[config.mk]
export PLATFORM = sky130hd
export DESIGN_NAME = rv32i_pipe
export DESIGN_NICKNAME = d
export VERILOG_FILES = /design/src/hw/rv32i_pipe_pkg.sv /design/src/hw/fetch_stage.sv /design/src/hw/decode_stage.sv /design/src/hw/register_file.sv /design/src/hw/execute_stage.sv /design/src/hw/memory_stage.sv /design/src/hw/rv32i_pipe.sv
export SDC_FILE = /design/constraint.sdc
export NUM_CORES = 2
export LEC_CHECK = 0
export BUFFER_PORTS_ARGS = -buffer_cell sky130_fd_sc_hd__buf_2
export CAP_MARGIN = 20
export CORE_MARGIN = 4
export CORE_UTILIZATION = 40
export CTS_CLUSTER_DIAMETER = 100
export DETAILED_ROUTE_END_ITERATION = 8
export GPL_ROUTABILITY_DRIVEN = 0
export PLACE_DENSITY = 0.58
export RECOVER_POWER = 50
export SLEW_MARGIN = 20
export SYNTH_ARGS = -nofsm -noshare
export SYNTH_HDL_FRONTEND = slang
export SYNTH_SLANG_ARGS = --single-unit
[constraint.sdc]
create_clock -name clk -period 6.83 [get_ports clk]
set_clock_uncertainty 0.2 [all_clocks]
set_input_delay 1.366 -clock clk [delete_from_list [all_inputs] [get_ports clk]]
set_output_delay 1.366 -clock clk [all_outputs]
set_load 0.01 [all_outputs]
[src/hw/rv32i_pipe_pkg.sv]
package rv32i_pipe_pkg;

    // ------------------------------
    // Widths and constants
    // ------------------------------
    localparam int XLEN       = 32;
    localparam int REG_ADDR_W = 5;
    localparam int NUM_REGS   = 32;
    localparam int PC_STEP    = 4;

    localparam logic [XLEN-1:0] NOP_INSTR = 32'h0000_0013;  // addi x0, x0, 0
    localparam logic [REG_ADDR_W-1:0] UART_REG = 5'd10;      // a0 shown on uart_data

    // ------------------------------
    // Encodings
    // ------------------------------
    typedef enum logic [6:0] {
        OPC_OP     = 7'b0110011,
        OPC_OP_IMM = 7'b0010011,
        OPC_BRANCH = 7'b1100011
    } opcode_e;

    typedef enum logic [3:0] {
        ALU_ADD  = 4'd0,
        ALU_SUB  = 4'd1,
        ALU_SLL  = 4'd2,
        ALU_SLT  = 4'd3,
        ALU_SLTU = 4'd4,
        ALU_XOR  = 4'd5,
        ALU_SRL  = 4'd6,
        ALU_SRA  = 4'd7,
        ALU_OR   = 4'd8,
        ALU_AND  = 4'd9
    } alu_op_e;

    // Values follow funct3 of the B format
    typedef enum logic [2:0] {
        BR_BEQ  = 3'b000,
        BR_BNE  = 3'b001,
        BR_NONE = 3'b010,
        BR_BLT  = 3'b100,
        BR_BGE  = 3'b101,
        BR_BLTU = 3'b110,
        BR_BGEU = 3'b111
    } branch_op_e;

    typedef enum logic {
        SRC_REG = 1'b0,
        SRC_IMM = 1'b1
    } alu_src_e;

endpackage

[src/hw/fetch_stage.sv]
`timescale 1ns/10ps

module fetch_stage (
    input  logic                             clk,
    input  logic                             reset_n,
    input  logic                             branch_taken,
    input  logic [rv32i_pipe_pkg::XLEN-1:0]  branch_target_pc,
    input  logic [rv32i_pipe_pkg::XLEN-1:0]  mmu_data_out,
    output logic [rv32i_pipe_pkg::XLEN-1:0]  mmu_address,
    output logic [rv32i_pipe_pkg::XLEN-1:0]  ifid_pc,
    output logic [rv32i_pipe_pkg::XLEN-1:0]  ifid_ir
);
    import rv32i_pipe_pkg::*;

    logic [XLEN-1:0] pc;

    assign mmu_address = pc;  // Word comes back in the same cycle

    // PC and IF/ID instruction
    always_ff @(posedge clk or negedge reset_n) begin
        if (!reset_n) begin
            pc      <= '0;
            ifid_ir <= NOP_INSTR;
        end else begin
            pc      <= branch_taken ? branch_target_pc : pc + XLEN'(PC_STEP);
            ifid_ir <= branch_taken ? NOP_INSTR : mmu_data_out;  // Squash wrong-path fetch
        end
    end

    always_ff @(posedge clk) begin
        ifid_pc <= pc;
    end

endmodule

[src/hw/decode_stage.sv]
`timescale 1ns/10ps

module decode_stage (
    input  logic                                   clk,
    input  logic                                   reset_n,
    input  logic                                   branch_taken,
    input  logic [rv32i_pipe_pkg::XLEN-1:0]        ifid_pc,
    input  logic [rv32i_pipe_pkg::XLEN-1:0]        ifid_ir,
    output logic [rv32i_pipe_pkg::REG_ADDR_W-1:0]  rs1_addr,
    output logic [rv32i_pipe_pkg::REG_ADDR_W-1:0]  rs2_addr,
    input  logic [rv32i_pipe_pkg::XLEN-1:0]        rs1_data,
    input  logic [rv32i_pipe_pkg::XLEN-1:0]        rs2_data,
    output logic [rv32i_pipe_pkg::XLEN-1:0]        idex_pc,
    output logic [rv32i_pipe_pkg::XLEN-1:0]        idex_imm,
    output logic [rv32i_pipe_pkg::XLEN-1:0]        idex_data_1,
    output logic [rv32i_pipe_pkg::XLEN-1:0]        idex_data_2,
    output logic [rv32i_pipe_pkg::REG_ADDR_W-1:0]  idex_rs1,
    output logic [rv32i_pipe_pkg::REG_ADDR_W-1:0]  idex_rs2,
    output logic [rv32i_pipe_pkg::REG_ADDR_W-1:0]  idex_rd,
    output rv32i_pipe_pkg::alu_op_e                idex_alu_op,
    output rv32i_pipe_pkg::alu_src_e               idex_alu_src,
    output rv32i_pipe_pkg::branch_op_e             idex_branch_op,
    output logic                                   idex_reg_write
);
    import rv32i_pipe_pkg::*;

    // ------------------------------
    // Field extraction
    // ------------------------------
    logic [6:0]      funct7;
    logic [2:0]      funct3;
    logic [XLEN-1:0] i_imm;
    logic [XLEN-1:0] shamt_imm;
    logic [XLEN-1:0] b_imm;

    assign funct7   = ifid_ir[31:25];
    assign funct3   = ifid_ir[14:12];
    assign rs1_addr = ifid_ir[19:15];
    assign rs2_addr = ifid_ir[24:20];

    assign i_imm     = {{20{ifid_ir[31]}}, ifid_ir[31:20]};
    assign shamt_imm = {27'b0, ifid_ir[24:20]};
    assign b_imm     = {{19{ifid_ir[31]}}, ifid_ir[31], ifid_ir[7],
                        ifid_ir[30:25], ifid_ir[11:8], 1'b0};

    // ------------------------------
    // Control decode
    // ------------------------------
    alu_op_e         dec_alu_op;
    alu_src_e        dec_alu_src;
    branch_op_e      dec_branch_op;
    logic            dec_reg_write;
    logic [XLEN-1:0] dec_imm;

    always_comb begin
        dec_alu_op    = ALU_ADD;
        dec_alu_src   = SRC_REG;
        dec_branch_op = BR_NONE;
        dec_reg_write = 1'b0;  // Bubble unless recognised
        dec_imm       = i_imm;
        case (opcode_e'(ifid_ir[6:0]))
            OPC_OP: begin
                dec_reg_write = 1'b1;
                case (funct3)
                    3'b000:  dec_alu_op = funct7[5] ? ALU_SUB : ALU_ADD;
                    3'b001:  dec_alu_op = ALU_SLL;
                    3'b010:  dec_alu_op = ALU_SLT;
                    3'b011:  dec_alu_op = ALU_SLTU;
                    3'b100:  dec_alu_op = ALU_XOR;
                    3'b101:  dec_alu_op = funct7[5] ? ALU_SRA : ALU_SRL;
                    3'b110:  dec_alu_op = ALU_OR;
                    default: dec_alu_op = ALU_AND;
                endcase
            end
            OPC_OP_IMM: begin
                dec_reg_write = 1'b1;
                dec_alu_src   = SRC_IMM;
                case (funct3)
                    3'b000:  dec_alu_op = ALU_ADD;
                    3'b010:  dec_alu_op = ALU_SLT;
                    3'b011:  dec_alu_op = ALU_SLTU;
                    3'b100:  dec_alu_op = ALU_XOR;
                    3'b110:  dec_alu_op = ALU_OR;
                    3'b111:  dec_alu_op = ALU_AND;
                    3'b001: begin
                        dec_alu_op = ALU_SLL;
                        dec_imm    = shamt_imm;
                    end
                    default: begin
                        dec_alu_op = funct7[5] ? ALU_SRA : ALU_SRL;
                        dec_imm    = shamt_imm;
                    end
                endcase
            end
            OPC_BRANCH: begin
                dec_imm = b_imm;
                case (branch_op_e'(funct3))
                    BR_BEQ, BR_BNE:   dec_alu_op = ALU_SUB;   // Zero test
                    BR_BLT, BR_BGE:   dec_alu_op = ALU_SLT;
                    BR_BLTU, BR_BGEU: dec_alu_op = ALU_SLTU;
                    default:          dec_alu_op = ALU_ADD;
                endcase
                if (funct3[2:1] != 2'b01) begin
                    dec_branch_op = branch_op_e'(funct3);
                end
            end
            default: ;
        endcase
    end

    // ------------------------------
    // ID/EX register
    // ------------------------------
    always_ff @(posedge clk or negedge reset_n) begin
        if (!reset_n) begin
            idex_alu_op    <= ALU_ADD;
            idex_alu_src   <= SRC_REG;
            idex_branch_op <= BR_NONE;
            idex_reg_write <= 1'b0;
        end else begin
            idex_alu_op    <= dec_alu_op;
            idex_alu_src   <= dec_alu_src;
            idex_branch_op <= branch_taken ? BR_NONE : dec_branch_op;
            idex_reg_write <= dec_reg_write & ~branch_taken;
        end
    end

    always_ff @(posedge clk) begin
        idex_pc     <= ifid_pc;
        idex_imm    <= dec_imm;
        idex_data_1 <= rs1_data;
        idex_data_2 <= rs2_data;
        idex_rs1    <= rs1_addr;
        idex_rs2    <= rs2_addr;
        idex_rd     <= ifid_ir[11:7];
    end

endmodule

[src/hw/register_file.sv]
`timescale 1ns/10ps

module register_file (
    input  logic                                   clk,
    input  logic                                   reset_n,
    input  logic [rv32i_pipe_pkg::REG_ADDR_W-1:0]  rs1_addr,
    input  logic [rv32i_pipe_pkg::REG_ADDR_W-1:0]  rs2_addr,
    input  logic [rv32i_pipe_pkg::REG_ADDR_W-1:0]  write_addr,
    input  logic                                   write_enable,
    input  logic [rv32i_pipe_pkg::XLEN-1:0]        write_data,
    output logic [rv32i_pipe_pkg::XLEN-1:0]        rs1_data,
    output logic [rv32i_pipe_pkg::XLEN-1:0]        rs2_data,
    output logic [rv32i_pipe_pkg::XLEN-1:0]        uart_data
);
    import rv32i_pipe_pkg::*;

    logic [XLEN-1:0] regs [NUM_REGS];

    // Same-cycle write wins over stored value
    function automatic logic [XLEN-1:0] read_port(input logic [REG_ADDR_W-1:0] addr);
        if (addr == '0) begin
            return '0;  // x0 hard zero
        end else if (write_enable && addr == write_addr) begin
            return write_data;
        end
        return regs[addr];
    endfunction

    always_comb begin
        rs1_data  = read_port(rs1_addr);
        rs2_data  = read_port(rs2_addr);
        uart_data = read_port(UART_REG);
    end

    always_ff @(posedge clk or negedge reset_n) begin
        if (!reset_n) begin
            for (int i = 0; i < NUM_REGS; i++) begin
                regs[i] <= '0;
            end
        end else if (write_enable && write_addr != '0) begin
            regs[write_addr] <= write_data;
        end
    end

endmodule

[src/hw/execute_stage.sv]
`timescale 1ns/10ps

module execute_stage (
    input  logic                                   clk,
    input  logic                                   reset_n,
    input  logic                                   branch_taken,
    input  logic [rv32i_pipe_pkg::XLEN-1:0]        idex_pc,
    input  logic [rv32i_pipe_pkg::XLEN-1:0]        idex_imm,
    input  logic [rv32i_pipe_pkg::XLEN-1:0]        idex_data_1,
    input  logic [rv32i_pipe_pkg::XLEN-1:0]        idex_data_2,
    input  logic [rv32i_pipe_pkg::REG_ADDR_W-1:0]  idex_rs1,
    input  logic [rv32i_pipe_pkg::REG_ADDR_W-1:0]  idex_rs2,
    input  logic [rv32i_pipe_pkg::REG_ADDR_W-1:0]  idex_rd,
    input  rv32i_pipe_pkg::alu_op_e                idex_alu_op,
    input  rv32i_pipe_pkg::alu_src_e               idex_alu_src,
    input  rv32i_pipe_pkg::branch_op_e             idex_branch_op,
    input  logic                                   idex_reg_write,
    input  logic [rv32i_pipe_pkg::XLEN-1:0]        memwb_alu_out,
    input  logic [rv32i_pipe_pkg::REG_ADDR_W-1:0]  memwb_rd,
    input  logic                                   memwb_reg_write,
    output logic [rv32i_pipe_pkg::XLEN-1:0]        exmem_alu_out,
    output logic [rv32i_pipe_pkg::XLEN-1:0]        exmem_branch_target,
    output rv32i_pipe_pkg::branch_op_e             exmem_branch_op,
    output logic [rv32i_pipe_pkg::REG_ADDR_W-1:0]  exmem_rd,
    output logic                                   exmem_reg_write
);
    import rv32i_pipe_pkg::*;

    logic [XLEN-1:0] op_a;
    logic [XLEN-1:0] op_b;
    logic [XLEN-1:0] alu_out;

    // ------------------------------
    // Forwarding
    // ------------------------------
    // Youngest producer first
    function automatic logic [XLEN-1:0] fwd(input logic [REG_ADDR_W-1:0] rs,
                                            input logic [XLEN-1:0] reg_val);
        if (exmem_reg_write && exmem_rd != '0 && exmem_rd == rs) begin
            return exmem_alu_out;
        end else if (memwb_reg_write && memwb_rd != '0 && memwb_rd == rs) begin
            return memwb_alu_out;
        end
        return reg_val;
    endfunction

    always_comb begin
        op_a = fwd(idex_rs1, idex_data_1);
        op_b = (idex_alu_src == SRC_IMM) ? idex_imm : fwd(idex_rs2, idex_data_2);
    end

    // ------------------------------
    // ALU
    // ------------------------------
    always_comb begin
        case (idex_alu_op)
            ALU_SUB:  alu_out = op_a - op_b;
            ALU_SLL:  alu_out = op_a << op_b[4:0];
            ALU_SLT:  alu_out = {{(XLEN-1){1'b0}}, $signed(op_a) < $signed(op_b)};
            ALU_SLTU: alu_out = {{(XLEN-1){1'b0}}, op_a < op_b};
            ALU_XOR:  alu_out = op_a ^ op_b;
            ALU_SRL:  alu_out = op_a >> op_b[4:0];
            ALU_SRA:  alu_out = $signed(op_a) >>> op_b[4:0];
            ALU_OR:   alu_out = op_a | op_b;
            ALU_AND:  alu_out = op_a & op_b;
            default:  alu_out = op_a + op_b;
        endcase
    end

    // EX/MEM register takes a bubble on redirect
    always_ff @(posedge clk or negedge reset_n) begin
        if (!reset_n) begin
            exmem_branch_op <= BR_NONE;
            exmem_reg_write <= 1'b0;
        end else begin
            exmem_branch_op <= branch_taken ? BR_NONE : idex_branch_op;
            exmem_reg_write <= idex_reg_write & ~branch_taken;
        end
    end

    always_ff @(posedge clk) begin
        exmem_alu_out       <= alu_out;
        exmem_branch_target <= idex_pc + idex_imm;  // B immediate relative to branch PC
        exmem_rd            <= idex_rd;
    end

endmodule

[src/hw/memory_stage.sv]
`timescale 1ns/10ps

module memory_stage (
    input  logic                                   clk,
    input  logic                                   reset_n,
    input  logic [rv32i_pipe_pkg::XLEN-1:0]        exmem_alu_out,
    input  logic [rv32i_pipe_pkg::XLEN-1:0]        exmem_branch_target,
    input  rv32i_pipe_pkg::branch_op_e             exmem_branch_op,
    input  logic [rv32i_pipe_pkg::REG_ADDR_W-1:0]  exmem_rd,
    input  logic                                   exmem_reg_write,
    output logic                                   branch_taken,
    output logic [rv32i_pipe_pkg::XLEN-1:0]        branch_target_pc,
    output logic [rv32i_pipe_pkg::XLEN-1:0]        memwb_alu_out,
    output logic [rv32i_pipe_pkg::REG_ADDR_W-1:0]  memwb_rd,
    output logic                                   memwb_reg_write
);
    import rv32i_pipe_pkg::*;

    logic alu_zero;

    assign alu_zero         = (exmem_alu_out == '0);
    assign branch_target_pc = exmem_branch_target;

    // ------------------------------
    // Branch decision
    // ------------------------------
    always_comb begin
        case (exmem_branch_op)
            BR_BEQ:           branch_taken = alu_zero;
            BR_BNE:           branch_taken = ~alu_zero;
            BR_BLT, BR_BLTU:  branch_taken = exmem_alu_out[0];  // Compare result is 0 or 1
            BR_BGE, BR_BGEU:  branch_taken = alu_zero;
            default:          branch_taken = 1'b0;
        endcase
    end

    always_ff @(posedge clk or negedge reset_n) begin
        if (!reset_n) begin
            memwb_reg_write <= 1'b0;
        end else begin
            memwb_reg_write <= exmem_reg_write;
        end
    end

    always_ff @(posedge clk) begin
        memwb_alu_out <= exmem_alu_out;
        memwb_rd      <= exmem_rd;
    end

endmodule

[src/hw/rv32i_pipe.sv]
`timescale 1ns/10ps

module rv32i_pipe (
    input  logic                             clk,
    input  logic                             reset_n,
    input  logic [rv32i_pipe_pkg::XLEN-1:0]  mmu_data_out,
    output logic [rv32i_pipe_pkg::XLEN-1:0]  mmu_address,
    output logic [rv32i_pipe_pkg::XLEN-1:0]  uart_data
);
    import rv32i_pipe_pkg::*;

    // ------------------------------
    // Stage boundaries
    // ------------------------------
    logic [XLEN-1:0]       ifid_pc, ifid_ir;
    logic [REG_ADDR_W-1:0] rs1_addr, rs2_addr;
    logic [XLEN-1:0]       rs1_data, rs2_data;

    logic [XLEN-1:0]       idex_pc, idex_imm, idex_data_1, idex_data_2;
    logic [REG_ADDR_W-1:0] idex_rs1, idex_rs2, idex_rd;
    alu_op_e               idex_alu_op;
    alu_src_e              idex_alu_src;
    branch_op_e            idex_branch_op;
    logic                  idex_reg_write;

    logic [XLEN-1:0]       exmem_alu_out, exmem_branch_target;
    branch_op_e            exmem_branch_op;
    logic [REG_ADDR_W-1:0] exmem_rd;
    logic                  exmem_reg_write;

    logic                  branch_taken;
    logic [XLEN-1:0]       branch_target_pc;
    logic [XLEN-1:0]       memwb_alu_out;
    logic [REG_ADDR_W-1:0] memwb_rd;
    logic                  memwb_reg_write;

    fetch_stage i_fetch (.*);

    decode_stage i_decode (.*);

    // Writeback goes straight from MEM/WB
    register_file i_register_file (
        .clk          (clk),
        .reset_n      (reset_n),
        .rs1_addr     (rs1_addr),
        .rs2_addr     (rs2_addr),
        .write_addr   (memwb_rd),
        .write_enable (memwb_reg_write),
        .write_data   (memwb_alu_out),
        .rs1_data     (rs1_data),
        .rs2_data     (rs2_data),
        .uart_data    (uart_data)
    );

    execute_stage i_execute (.*);

    memory_stage i_memory (.*);

endmodule

==> impl_metrics.ini <==
[sta]
max_slew_margin_pct = -191
drv_slew = 379
hold_ws_ns = 0.118
final-setup-viol-count = 0
fin_crit_sh_pct = 93.5
fmax_mhz = 157
grt_setup_unrepaired = false
layout_setup_ws_ns = 0.446
finalCriticalPeriod_ns = 6.38
hold_violations = 0
worst_pin_slew_ns = 4.37
finalSetupTns_ns = 0

[synthesis]
synthTopCellsByArea = dfrtp_1 36%, mux4_2 18%, mux2_2 15%
synth.top_cells.by_count = 1,097 x dfrtp_1, 1,047 x mux2_2, 620 x mux4_2, 413 x clkbuf_1, 262 x dfxtp_1
synth.most_common_cell = dfrtp_1
yosysUniqueCellTypes = 102
synthArstFlopShare_pct = 80.8
netlist.area_leader.share_pct = 36.1
syn_area_mm2 = 0.0761
syn_inst = 5935
synth-edff-count = 0
synth-main-ff-cell = dfrtp_1
yosys_register_bits = 1364
syn_nets = 6101
yosysSeqAreaShare_pct = 43.1
syn_avg_cell_area_um2 = 12.8
yosys.area.top_type = dfrtp_1
yosysWarnings = 0

[cells_and_area]
largest-register = i_register_file.regs
drive_gt1_share_pct = 38.7
final_area_mm2 = 0.0842
nets = 5935
area_growth_syn_to_layout_pct = 10.6
stdcell_count = 8390
multi_input_area_mm2 = 0.0407
fillers = 16909
regArea_mm2 = 0.0328
largest_register_ffs = 1024

[cts]
cts-resized-gates = 0
cts_buffers = 151
clock_path_buffers = 3
cts_sinks = 1364
cts_hold_buf = 0
htree_levels = 4
post_cts_buffers = 0
cts_tree = yes
cts-root-buf = clkbuf_16
clk_latency_ns = 0.81
path_clk_slew_ns = 0.07

[floorplan]
die_area_mm2 = 0.197
die_h_um = 444
start_util_pct = 40.4
die_w_um = 444
io_pins = 98
core_mm2 = 0.188
rows = 159

[worst_setup_path]
reg2reg_depth = 19
crit_fanout = 11
reg2reg_to = i_execute.exmem_alu_out[30]
required_ns = 7.31
rr_startpoint = i_memory.memwb_rd[2]
cp-end-kind = flop
worstPathArrival_ns = 6.87
rrSetupSlack_ns = 0.45
path_class = flop to flop
start_kind = flop

[power_and_ir_drop]
leakagePower_uw = 0.0372
irDropWorstVdd_v = 0.000267
pwr-share-comb_pct = 8.9
switching_share_pct = 25.8
pwr-share-seq_pct = 46.1
powerDensity_mw_per_mm2 = 218
switchingPower_uw = 4740
clockPowerShare_pct = 45.0
p_int_uw = 13600

[placed_design]
io_buffers = 97
place_area_mm2 = 0.0792
dp_slack_ns = 0.591
dp.cells = 8110
dp_hpwl_um = 150000

[min_path]
min_path_type = flop to flop
hold_path_startpoint = i_fetch.ifid_pc[2]
min_to = i_decode.idex_pc[2]
worstHoldPathCells = 0

[status]
violations = max-capacitance violations, max-slew violations
run_status = finished with violations

[routing]
post-route-drc-count = 0
drt-total-wl_um = 241000
drtIter0Drc = 5010
vias = 52523
routedWlPerCell_um = 28.8
first_pass_iters = 9
via_per_inst = 6.26
drtAntennaViolNets = 0

[global_routing]
grt_antenna_before_repair = 5
grt_pass1_vias = 53247
track_usage_pct = 24.2
overflow = 0
grt_pass1_wl_um = 361000
grt_max_degree = 185

[flow_run]
maxCapViolCount = 10
[per-stage QoR]
step / utilization [%] / total power, uW
final: 44.7 / 18300
after global routing: 44.7 / 19000
after CTS: 44.7 / 18500
after detailed placement: 42.0 / 10200
after global placement: 42.0 / 10200
after floorplan: - / 9570
[cell type report]
| class | instances | area share (%) |
|---|---|---|
| flip-flops and latches | 1364 | 39.0 |
| multi-input cells | 3858 | 48.4 |
| clock buffers | 235 | 5.36 |
| well taps | 2495 | 3.71 |
| inverters | 119 | 0.531 |
| diodes | 3 | 0.00892 |
| repair buffers | 275 | 2.40 |
| clock inverters | 41 | 0.613 |
[power by group through the flow]
stage	Clock [uW]	Sequential, uW	Combinational [uW]
global placement	0	8600	1610
finish	8260	8450	1640
floorplan	0	8490	1080
CTS	8430	8450	1630
global route	8760	8470	1770
detailed placement	0	8600	1620
[per-layer routing]
metal	up-vias	GRT usage (%)	wire (um)
li1	22187	-	-
met1	27684	32.9	101000
met2	2107	38.6	113000
met3	543	4.70	17100
met4	2	9.51	10600
met5	-	0	12
[how the worst max path moves through the flow]
stage                                    start                     endpoint  slack [ns]  cells after the start
final                     i_memory.memwb_rd[2]  i_execute.exmem_alu_out[30]        0.45                     19
after global routing      i_memory.memwb_rd[2]  i_execute.exmem_alu_out[30]        0.03                     17
after CTS                 i_memory.memwb_rd[0]  i_execute.exmem_alu_out[30]        0.58                     17
after detailed placement  i_memory.memwb_rd[0]  i_execute.exmem_alu_out[30]        0.59                     17
after global placement    i_memory.memwb_rd[0]  i_execute.exmem_alu_out[30]        0.61                     19
after floorplan           i_memory.memwb_rd[0]  i_execute.exmem_alu_out[30]        0.81                     23
[cells in the final DEF (no fill, tap or decap), drive strengths merged, types with 58 or more instances in the layout]
master	n
buf	269
nor2	261
mux4	620
nand2	215
o211ai	71
clkbuf	241
ha	129
mux2i	188
inv	125
o21ai	173
nand3	96
xnor2	65
and2	58
a21oi	184
dfrtp	1097
dfxtp	262
a211oi	97
mux2	1047
[critical path, cell delays in order, from the launching register on]
cell      delay, ns
dfxtp_1        0.46
or2_1          0.41
o311ai_0       0.75
o21ai_0        0.25
a311oi_1       0.46
a21o_2         0.19
inv_2          0.06
fa_1           0.41
nor2b_1        0.17
o21a_1         0.20
o211ai_1       0.28
a211oi_1       0.15
o41ai_1        0.35
buf_4          0.21
o22ai_1        0.12
o41a_1         0.38
a211oi_1       0.40
o31ai_1        0.17
mux2i_1        0.14
or4_1          0.51
[logic make-up after synthesis]
group,count (synthesis),share of synthesized area (%)
AO/OA/AOI/OAI,866,7.74
XOR/XNOR,101,1.16
adder cells (fa/ha/maj),132,2.20
buffers and inverters,713,3.68
flip-flops,1364,43.1
multiplexers,1855,36.3
AND/OR/NAND/NOR,904,5.76
(Power assumes the default switching activity.)
